**config.mk**
```make
export PLATFORM = sky130hd
export DESIGN_NAME = key_periph_top
export DESIGN_NICKNAME = d
export VERILOG_FILES = /design/src/common/bus_pkg.sv /design/src/common/key_pkg.sv /design/src/common/key_event_if.sv /design/src/hdl/event_fifo.sv /design/src/hdl/key_periph_top.sv /design/src/hdl/key_regs.sv /design/src/key_debounce/key_debounce.sv
export SDC_FILE = /design/constraint.sdc
export NUM_CORES = 1
export LEC_CHECK = 0
export ABC_AREA = 1
export BUFFER_PORTS_ARGS = -buffer_cell sky130_fd_sc_hd__buf_2
export CAP_MARGIN = 20
export CORE_MARGIN = 4
export CORE_UTILIZATION = 45
export DETAILED_ROUTE_END_ITERATION = 10
export HOLD_SLACK_MARGIN = 0.02
export PLACE_DENSITY = 0.74
export SYNTH_ARGS = -nofsm -noshare
export SYNTH_HDL_FRONTEND = slang
export SYNTH_SLANG_ARGS = --single-unit
export TNS_END_PERCENT = 30
```
**constraint.sdc**
```tcl
create_clock -name clk -period 3.9 [get_ports clk]
set_clock_uncertainty 0.05 [all_clocks]
set_input_delay 0.195 -clock clk [delete_from_list [all_inputs] [get_ports clk]]
set_output_delay 0.195 -clock clk [all_outputs]
set_load 0.02 [all_outputs]
```
**src/common/bus_pkg.sv**
```systemverilog
`default_nettype none

package bus_pkg;

    localparam int bus_addr_w = 4;
    localparam int bus_data_w = 32;

    // register offsets
    localparam logic [bus_addr_w-1:0] reg_status = 4'h0;
    localparam logic [bus_addr_w-1:0] reg_event  = 4'h4;
    localparam logic [bus_addr_w-1:0] reg_ctrl   = 4'h8;

    // status fields
    localparam int status_evt_bit  = 0;  // event waiting
    localparam int status_keys_lsb = 4;  // committed key levels

    // event fields, a read pops the fifo head
    localparam int event_pressed_lsb  = 0;
    localparam int event_released_lsb = 4;
    localparam int event_valid_bit    = 8;

    // ctrl fields
    localparam int ctrl_irq_en_bit = 0;

endpackage

`default_nettype wire

```
**src/common/key_pkg.sv**
```systemverilog
`default_nettype none

package key_pkg;

    // keys are active low, a released key reads 1
    localparam int num_keys = 4;

    localparam logic [num_keys-1:0] key_idle = '1;

    // stable cycles before a new level is taken, 1 ms at 25 MHz
    localparam int filter_default = 25000;

    // events buffered between filter and register block
    localparam int fifo_depth = 4;

    // one byte per event
    typedef struct packed {
        logic [num_keys-1:0] pressed;   // went high to low
        logic [num_keys-1:0] released;  // went low to high
    } key_event_t;

endpackage

`default_nettype wire

```
**src/common/key_event_if.sv**
```systemverilog
`default_nettype none

// valid/ready stream of key events
interface key_event_if;
    import key_pkg::*;

    logic                valid;
    logic                ready;
    logic [num_keys-1:0] pressed;
    logic [num_keys-1:0] released;

    // producer holds valid and payload until ready
    modport source (
        output valid,
        output pressed,
        output released,
        input  ready
    );

    modport sink (
        input  valid,
        input  pressed,
        input  released,
        output ready
    );

endinterface

`default_nettype wire

```
**src/hdl/event_fifo.sv**
```systemverilog
`default_nettype none

module event_fifo (
    input  wire                  clk,
    input  wire                  rst_n,
    key_event_if.sink            in_ev,
    output logic                 out_valid,
    input  wire                  out_ready,
    output key_pkg::key_event_t  out_event
);
    import key_pkg::*;

    localparam int ptr_w = $clog2(fifo_depth);
    localparam int cnt_w = $clog2(fifo_depth + 1);

    key_event_t       mem [fifo_depth];
    logic [ptr_w-1:0] wr_ptr;
    logic [ptr_w-1:0] rd_ptr;
    logic [cnt_w-1:0] count;
    logic             wr_en;
    logic             rd_en;

    assign in_ev.ready = (count != cnt_w'(fifo_depth));  // low when full
    assign out_valid   = (count != '0);
    assign out_event   = mem[rd_ptr];

    assign wr_en = in_ev.valid & in_ev.ready;
    assign rd_en = out_valid & out_ready;

    always_ff @(posedge clk or negedge rst_n) begin
        if (!rst_n) begin
            wr_ptr <= '0;
            rd_ptr <= '0;
            count  <= '0;
        end else begin
            if (wr_en) begin
                wr_ptr <= (wr_ptr == ptr_w'(fifo_depth - 1)) ? '0 : wr_ptr + 1'b1;
            end
            if (rd_en) begin
                rd_ptr <= (rd_ptr == ptr_w'(fifo_depth - 1)) ? '0 : rd_ptr + 1'b1;
            end
            case ({wr_en, rd_en})
                2'b10:   count <= count + 1'b1;
                2'b01:   count <= count - 1'b1;
                default: count <= count;  // idle or push and pop together
            endcase
        end
    end

    always_ff @(posedge clk) begin
        if (wr_en) begin
            mem[wr_ptr] <= '{pressed: in_ev.pressed, released: in_ev.released};
        end
    end

endmodule

`default_nettype wire

```
**src/hdl/key_periph_top.sv**
```systemverilog
`default_nettype none

module key_periph_top #(
    parameter int filter_cycles = key_pkg::filter_default
) (
    input  wire                            clk,
    input  wire                            rst_n,
    input  wire  [key_pkg::num_keys-1:0]   keys,
    input  wire                            bus_sel,
    input  wire                            bus_we,
    input  wire  [bus_pkg::bus_addr_w-1:0] bus_addr,
    input  wire  [bus_pkg::bus_data_w-1:0] bus_wdata,
    output logic [bus_pkg::bus_data_w-1:0] bus_rdata,
    output logic                           bus_ack,
    output logic                           irq
);
    import key_pkg::*;

    logic                fifo_valid;
    logic                fifo_ready;
    key_event_t          fifo_event;
    logic [num_keys-1:0] stable_keys;

    key_event_if ev_if ();

    // filter to fifo over the event stream
    key_debounce #(
        .filter_cycles (filter_cycles)
    ) u_debounce (
        .clk         (clk),
        .rst_n       (rst_n),
        .keys        (keys),
        .ev          (ev_if.source),
        .stable_keys (stable_keys)
    );

    event_fifo u_fifo (
        .clk       (clk),
        .rst_n     (rst_n),
        .in_ev     (ev_if.sink),
        .out_valid (fifo_valid),
        .out_ready (fifo_ready),
        .out_event (fifo_event)
    );

    key_regs u_regs (
        .clk         (clk),
        .rst_n       (rst_n),
        .bus_sel     (bus_sel),
        .bus_we      (bus_we),
        .bus_addr    (bus_addr),
        .bus_wdata   (bus_wdata),
        .bus_rdata   (bus_rdata),
        .bus_ack     (bus_ack),
        .ev_valid    (fifo_valid),
        .ev_ready    (fifo_ready),
        .ev_data     (fifo_event),
        .stable_keys (stable_keys),
        .irq         (irq)
    );

endmodule

`default_nettype wire

```
**src/hdl/key_regs.sv**
```systemverilog
`default_nettype none

module key_regs (
    input  wire                            clk,
    input  wire                            rst_n,
    input  wire                            bus_sel,
    input  wire                            bus_we,
    input  wire  [bus_pkg::bus_addr_w-1:0] bus_addr,
    input  wire  [bus_pkg::bus_data_w-1:0] bus_wdata,
    output logic [bus_pkg::bus_data_w-1:0] bus_rdata,
    output logic                           bus_ack,
    input  wire                            ev_valid,
    output logic                           ev_ready,
    input  wire  key_pkg::key_event_t      ev_data,
    input  wire  [key_pkg::num_keys-1:0]   stable_keys,
    output logic                           irq
);
    import key_pkg::*;
    import bus_pkg::*;

    logic                  req;         // access sampled on this edge
    logic                  irq_en;
    logic                  irq_en_nxt;
    logic                  pop_q;       // pop the head in the ack cycle
    logic [bus_data_w-1:0] rd_mux;

    assign req = bus_sel & ~bus_ack;

    // only pop what was actually returned
    assign ev_ready = bus_ack & pop_q;

    always_comb begin
        irq_en_nxt = irq_en;
        if (req && bus_we && (bus_addr == reg_ctrl)) begin
            irq_en_nxt = bus_wdata[ctrl_irq_en_bit];
        end
    end

    always_comb begin
        rd_mux = '0;
        case (bus_addr)
            reg_status: begin
                rd_mux[status_evt_bit]             = ev_valid;
                rd_mux[status_keys_lsb +: num_keys] = stable_keys;
            end
            reg_event: begin
                if (ev_valid) begin  // empty fifo reads as 0
                    rd_mux[event_pressed_lsb +: num_keys]  = ev_data.pressed;
                    rd_mux[event_released_lsb +: num_keys] = ev_data.released;
                    rd_mux[event_valid_bit]                = 1'b1;
                end
            end
            reg_ctrl: begin
                rd_mux[ctrl_irq_en_bit] = irq_en;
            end
            default: begin
                rd_mux = '0;
            end
        endcase
    end

    always_ff @(posedge clk or negedge rst_n) begin
        if (!rst_n) begin
            bus_ack <= 1'b0;
            irq_en  <= 1'b0;
            irq     <= 1'b0;
            pop_q   <= 1'b0;
        end else begin
            bus_ack <= req;  // one cycle after sel rises
            irq_en  <= irq_en_nxt;
            // follows the new enable so irq never outlives it
            irq     <= irq_en_nxt & ev_valid;
            pop_q   <= req & ~bus_we & (bus_addr == reg_event) & ev_valid;
        end
    end

    // read data held for the ack cycle
    always_ff @(posedge clk) begin
        if (req) begin
            bus_rdata <= bus_we ? '0 : rd_mux;
        end
    end

endmodule

`default_nettype wire

```
**src/key_debounce/key_debounce.sv**
```systemverilog
`default_nettype none

module key_debounce #(
    parameter int filter_cycles = key_pkg::filter_default
) (
    input  wire                          clk,
    input  wire                          rst_n,
    input  wire  [key_pkg::num_keys-1:0] keys,
    key_event_if.source                  ev,
    output logic [key_pkg::num_keys-1:0] stable_keys
);
    import key_pkg::*;

    localparam int cnt_w = $clog2(filter_cycles + 1);

    typedef enum logic {
        st_idle,
        st_filter
    } state_t;

    state_t              state;
    logic [num_keys-1:0] sync_q1;
    logic [num_keys-1:0] sync_q2;
    logic [num_keys-1:0] candidate;  // level under test
    logic [cnt_w-1:0]    count;      // stable cycles still needed
    logic                start;
    logic                commit;

    // no new filtering while an event waits for the fifo
    assign start = (state == st_idle) && !ev.valid && (sync_q2 != stable_keys);

    assign commit = (state == st_filter) && (sync_q2 == candidate) && (count == '0);

    always_ff @(posedge clk or negedge rst_n) begin
        if (!rst_n) begin
            sync_q1     <= key_idle;
            sync_q2     <= key_idle;
            state       <= st_idle;
            count       <= '0;
            stable_keys <= key_idle;
            ev.valid    <= 1'b0;
        end else begin
            sync_q1 <= keys;
            sync_q2 <= sync_q1;

            if (ev.valid && ev.ready) begin
                ev.valid <= 1'b0;  // taken by the fifo
            end

            case (state)
                st_idle: begin
                    if (start) begin
                        state <= st_filter;
                        count <= cnt_w'(filter_cycles - 1);
                    end
                end
                st_filter: begin
                    if (sync_q2 != candidate) begin
                        // bounce, fall back to committed level
                        state <= st_idle;
                    end else if (commit) begin
                        state       <= st_idle;
                        stable_keys <= candidate;
                        ev.valid    <= 1'b1;
                    end else begin
                        count <= count - 1'b1;
                    end
                end
                default: state <= st_idle;
            endcase
        end
    end

    // candidate and event payload
    always_ff @(posedge clk) begin
        if (start) begin
            candidate <= sync_q2;
        end
        if (commit) begin
            ev.pressed  <= stable_keys & ~candidate;  // 1 -> 0
            ev.released <= candidate & ~stable_keys;  // 0 -> 1
        end
    end

endmodule

`default_nettype wire

```
[Yosys cells after proc, flatten, opt, wreduce, memory -nomap -nowiden]
Memories as Yosys holds them, arrays and structs flattened.
Index checks and enable logic that the tools add are counted.
Storage, ports and cells
  input port bits: 44
  word-level logic and storage cells: 94
  memories: 1
  output and inout bits: 34
  bits in writable memories: 32
  flip-flop bits (word level): 84
Memories
  u_fifo.mem: depth 4, bits a word 8, read ports 1, clocked after memory_dff 0, wr ports 1, RTL line event_fifo.sv:16  | key_event_t mem [fifo_depth];
Operators by class
  bitwise operators: 18
  reductions and logical operators: 16
  $add $sub $neg: 5
  eq/ne operators: 13
  mux-type cells: 21
Operators by type and width (count)
  $mux W15: 3
  $pmux W15 S2: 1
  $logic_not A15 Y1: 1
  $sub A15 B1 Y15 const B: 1
  $mux W1: 10
  $mux W9: 1
  $and A1 B1 Y1: 8
  $and A4 B4 Y4: 2
  $ne A4 B4 Y1: 2
  $not A4 Y4: 2
  $pmux W4 S2: 1
  $logic_and A1 B1 Y1: 7
  $eq A2 B2 Y1 const B: 3
  $not A1 Y1: 6
  $pmux W3 S2: 1
  $reduce_and A3 Y1: 2
  $add A2 B1 Y2 const B: 2
  $eq A4 B3 Y1 const B: 1
  $eq A4 B4 Y1: 1
  $eq A4 B4 Y1 const B: 1
  $logic_not A4 Y1: 1
  $mux W2: 2
  $ne A2 B2 Y1 const B: 2
  $add A3 B1 Y3 const B: 1
  other kinds (11): 11

[Logic depth before layout (Yosys ltp)]
  depth in word-level cells: 6
  gate-level depth with buffers: 10
  depth with buffers taken out: 10

[By module]
Synthesis repeated with hierarchy kept, for this count alone.
Second synthesis, totals
  cells, all modules: 481
  area, all modules: 4695.8 sq um
By module, submodules not included
  key_debounce: seq. area each 1101.1 sq um, area an instance 2122.0 sq um, times used 1, cells an instance 241
  event_fifo: seq. area each 1136.1 sq um, area an instance 1776.7 sq um, times used 1, cells an instance 152
  key_regs: seq. area each 370.4 sq um, area an instance 797.0 sq um, times used 1, cells an instance 88

[Worst setup path before layout]
OpenSTA, ideal clock, no wires.
  path kind: reg2reg
  from: register u_fifo.count[0]
  to: register u_fifo.count[2]
  clock period less this slack: 1.851 ns
  setup time: 0.131 ns
  slack: 2.049 ns
  required time: 3.719 ns
  buffers on the path: 0
  stages on the path, launching flop included: 10
  arrival: 1.670 ns
  path through: dfrtp_1 -> inv_1 -> nand3_1 -> nand3_1 -> inv_1 -> ha_1 -> fa_1 -> a21oi_1 -> o21ai_0 -> xor2_1
Between the ends
  word-level cells in the longest chain between the ends: 4
  elaborated cells between the ends (all ways): 10
  classes of those cells: add/sub: 2; eq/ne: 3; mux: 1; bitwise: 2; reduce/logical: 2
Ends and longest elaborated chain
  from (decl): RTL line event_fifo.sv:19  | logic [cnt_w-1:0] count;
  from (signal assigned): RTL line event_fifo.sv:43  | 2'b10: count <= count + 1'b1;
  from (signal assigned): RTL line event_fifo.sv:44  | 2'b01: count <= count - 1'b1;
  from (signal assigned): RTL line event_fifo.sv:45  | default: count <= count;
  $reduce_bool A3 Y1 (*): RTL line event_fifo.sv:24  | assign out_valid = (count != '0);
  $and A1 B1 Y1 (*): RTL line event_fifo.sv:28  | assign rd_en = out_valid & out_ready;
  named net u_fifo.rd_en: RTL line event_fifo.sv:21  | logic rd_en;
  $eq A2 B1 Y1 or $eq A2 B2 Y1 (tied branches): RTL line event_fifo.sv:42  | case ({wr_en, rd_en})
  $pmux W3 S2 or $reduce_bool A2 Y1 (tied branches)
The timed path passes the listed nets; every way through them passes the cells marked *.
A chain may end at the register's enable or synchronous reset.

[Final worst setup path]
  from: register u_debounce.count[0]
  to: register u_debounce.ev.released[2], enable pin
Between the ends
  word-level cells in the longest chain between the ends: 2
Ends and longest elaborated chain
  from (decl): RTL line key_debounce.sv:25  | logic [cnt_w-1:0] count;
  from (signal assigned): RTL line key_debounce.sv:54  | count <= cnt_w'(filter_cycles - 1);
  from (signal assigned): RTL line key_debounce.sv:66  | count <= count - 1'b1;
  $logic_not A15 Y1: RTL line key_debounce.sv:32  | assign commit = (state == st_filter) && (sync_q2 == candidate) && (count == '0);
  $logic_and A1 B1 Y1: RTL line key_debounce.sv:32
  named net u_debounce.commit: RTL line key_debounce.sv:27  | logic commit;
  to (signal assigned): RTL line key_debounce.sv:81  | ev.released <= candidate & ~stable_keys;
  to (decl): RTL line key_event_if.sv:16  | output released,
The timed path passes the listed nets, and every way through them passes these cells.

==> impl_metrics.env <==
export IMPL_detailed_place_hpwl_mm=5.13
export IMPL_design_final_nets=526
export IMPL_timing_critical_path_to_type="register"
export IMPL_outcome="finished clean"
export IMPL_timing_final_max_slew_violations=0
export IMPL_synthTopCellsByCount="82 x nand2_1, 53 x edfxtp_1, 47 x inv_1"
export IMPL_synthesis_area_per_instance_um2=10.0
export IMPL_cts_inserted_buffers=9
export IMPL_netlist_cell_type_count=33
export IMPL_grt_pass1_vias=2729
export IMPL_yosysWarningCount=0
export IMPL_route_detailed_wl_per_inst_um=12.3
export IMPL_synthMostInstantiatedCell="nand2_1"
export IMPL_diodes=0
export IMPL_multi_input_comb_area_um2=1490
export IMPL_ctsRootBufferMaster="clkbuf_8"
export IMPL_ys_ff_latch=93
export IMPL_report_power_total_w=0.00244
export IMPL_syn2layout_area_growth_pct=8.85
export IMPL_drc=0
export IMPL_max_slew_headroom=0.400
export IMPL_synth_seq_area_share=0.587
export IMPL_io_buffers=23
export IMPL_grt_max_degree=41
export IMPL_grt_overflow_total=0
export IMPL_worst_slew_pin_transition_ps=900
export IMPL_postCtsSetupRepairBufs=0
export IMPL_antenna_found_initial=0
export IMPL_fp_row_count=35
export IMPL_setup_viol=0
export IMPL_final_min_clock_period_ps=2100
export IMPL_initial_core_util=0.471
export IMPL_unrepaired_setup_endpoints_after_global_routing="no"
export IMPL_drive_gt1_frac=0.186
export IMPL_worst_path_clk_slew_ps=100
export IMPL_die_height_um=107
export IMPL_htree_num_levels=3
export IMPL_synth_ff_type="edfxtp_1"
export IMPL_cts_max_path_buffers=2
export IMPL_timing_critical_path_from="u_debounce.count[0]$_DFFE_PN0P_"
export IMPL_routed_via_density=4.74
export IMPL_grt_pass1_wl_mm=12.5
export IMPL_synth_top_cell_area_share=0.359
export IMPL_drt_iter0_markers=146
export IMPL_cts_tree="done"
export IMPL_route_vias_total=2882
export IMPL_final_min_period_over_clock_period=0.539
export IMPL_finalWeightedCongestion=0.851
export IMPL_leakage_nw=2.15
export IMPL_worst_r2r_startpoint="u_debounce.count[0]$_DFFE_PN0P_"
export IMPL_vdd_ir_drop_worst_mv=0.346
export IMPL_hold_start="bus_wdata[0]"
export IMPL_grt_util_all_layers=0.138
export IMPL_cp_start_kind="register"
export IMPL_nFillCells=824
export IMPL_postRouteWirelength_mm=7.50
export IMPL_synth_edf_count=53
export IMPL_drt_antenna_violating_nets=0
export IMPL_final_hold_violation_count=0
export IMPL_boundaryPins=78
export IMPL_top_cells_by_area_synth="edfxtp_1 36%, dfrtp_1 16%, dfstp_2 7.1%, nand2_1 6.9%, buf_4 4.4%"
export IMPL_power_density_nw_per_um2=504
export IMPL_cts_num_sinks=93
export IMPL_timing_max_cap_violations=0
export IMPL_die_width_um=107
export IMPL_setup_total_negative_slack_ps=0
export IMPL_timing_setup_critical_path_class="register to register"
export IMPL_crit_path_max_fanout=10
export IMPL_yosysTopAreaCell="edfxtp_1"
export IMPL_worstPathArrival_ps=2090
export IMPL_worst_ep_required_time_ps=3890
export IMPL_asyncSetResetFlopFracSynth=0.430
export IMPL_hold_path_class="input pin to register"
export IMPL_die_area_um2=11500
export IMPL_max_freq_ghz=0.475
export IMPL_netlist_instances=443
export IMPL_detail_route_first_pass_iterations=4
export IMPL_design_core_area_um2=9420
export IMPL_seqCellArea_um2=2610
export IMPL_clk_insertion_delay_late_ps=360
export IMPL_mappedNetlistArea_um2=4440
sequential cells by signal, summed over array words and instances (netlist names), 2 cells and up:
signal	flops
u_fifo.rd_ptr	2
u_debounce.sync_q1	4
u_debounce.count	15
u_debounce.ev.released	4
u_regs.bus_rdata	9
u_debounce.sync_q2	4
u_debounce.ev.pressed	4
u_fifo.wr_ptr	2
u_debounce.stable_keys	4
u_fifo.mem	32
u_debounce.candidate	4
u_fifo.count	3
cells by family after synthesis:
family / after synthesis / synth area share
other: 1 / 0.000845
adder cells (fa/ha/maj): 8 / 0.0242
XOR/XNOR: 12 / 0.0237
buffers and inverters: 80 / 0.0958
flip-flops: 93 / 0.587
AO/OA/AOI/OAI: 46 / 0.0538
AND/OR/NAND/NOR: 203 / 0.214
final cells by class:
type,count,share of cell area
Sequential cell,93,0.540
Multi-Input combinational cell,292,0.308
Inverter,49,0.0381
Timing Repair Buffer,29,0.0363
Tap cell,129,0.0334
Clock buffer,9,0.0256
Clock inverter,7,0.0189
final timing paths:
kind	end	slack, ps	cells after the start
max in group asynchronous	u_debounce.count[8]$_DFFE_PN0P_	2790	2
worst min register to register	u_debounce.sync_q2[1]$_DFF_PN1_	300	0
worst max register to register	u_debounce.ev.released[2]$_DFFE_PP_	1800	8
min in group asynchronous	u_regs.irq_en$_DFF_PN0_	440	2
worst max-delay path	u_debounce.ev.released[2]$_DFFE_PP_	1800	8
worst min-delay path	u_regs.irq_en$_DFF_PN0_	60	3
metal layers:
layer | track usage | vias to the layer above | wire length, µm
met2 | 0.236 | 69 | 3770
met1 | 0.168 | 1354 | 3310
met5 | 0 | - | 0
met3 | 0.0408 | 4 | 386
met4 | 0.0393 | 0 | 35
li1 | - | 1455 | -
what timing repair did:
| action | CTS | global route |
|---|---|---|
| hold buffers | 6 | 0 |
| gates resized for setup | 0 | 0 |
| hold endpoints to repair | 33 | 0 |
| setup endpoints to repair | 0 | 0 |
layout by cell type, fill, tap and decap left out, drive strengths merged, types with 4 or more instances in the layout:
| master | instances |
|---|---|
| dfstp | 12 |
| clkbuf | 9 |
| dlygate4sd3 | 6 |
| ha | 7 |
| a21oi | 12 |
| xnor2 | 4 |
| edfxtp | 53 |
| conb | 23 |
| nand2 | 106 |
| nor3 | 4 |
| o21ai | 29 |
| nor2 | 54 |
| dfrtp | 28 |
| buf | 23 |
| inv | 52 |
| nand3 | 36 |
| xor2 | 8 |
through the flow:
step	std cells	hold WS [ps]	worst slack, ps	cell area [µm²]	util
floorplan	465	-151	2050	4520	-
global placement	586	251	1880	4560	0.484
detailed placement	586	251	1840	4560	0.484
CTS	608	44.8	1780	4830	0.513
global route	608	70.4	1630	4830	0.513
finish	608	64.5	1800	4830	0.513
where the power goes:
group	internal (W)	leakage [nW]	switching (W)
combinational	0.000171	1.02	0.000358
sequential	0.00113	1.03	0.000104
clock	0.000313	0.106	0.000364
worst max-delay path, cell delays in order, from the launching register on:
cell     delay [ps]
dfrtp_1         420
inv_1           100
ha_1            220
nand2_1         100
nor2_2          210
nand2_1         130
nor2_2          130
nand3_4         140
inv_1           280
No activity file was read; power rests on OpenSTA's default activity.
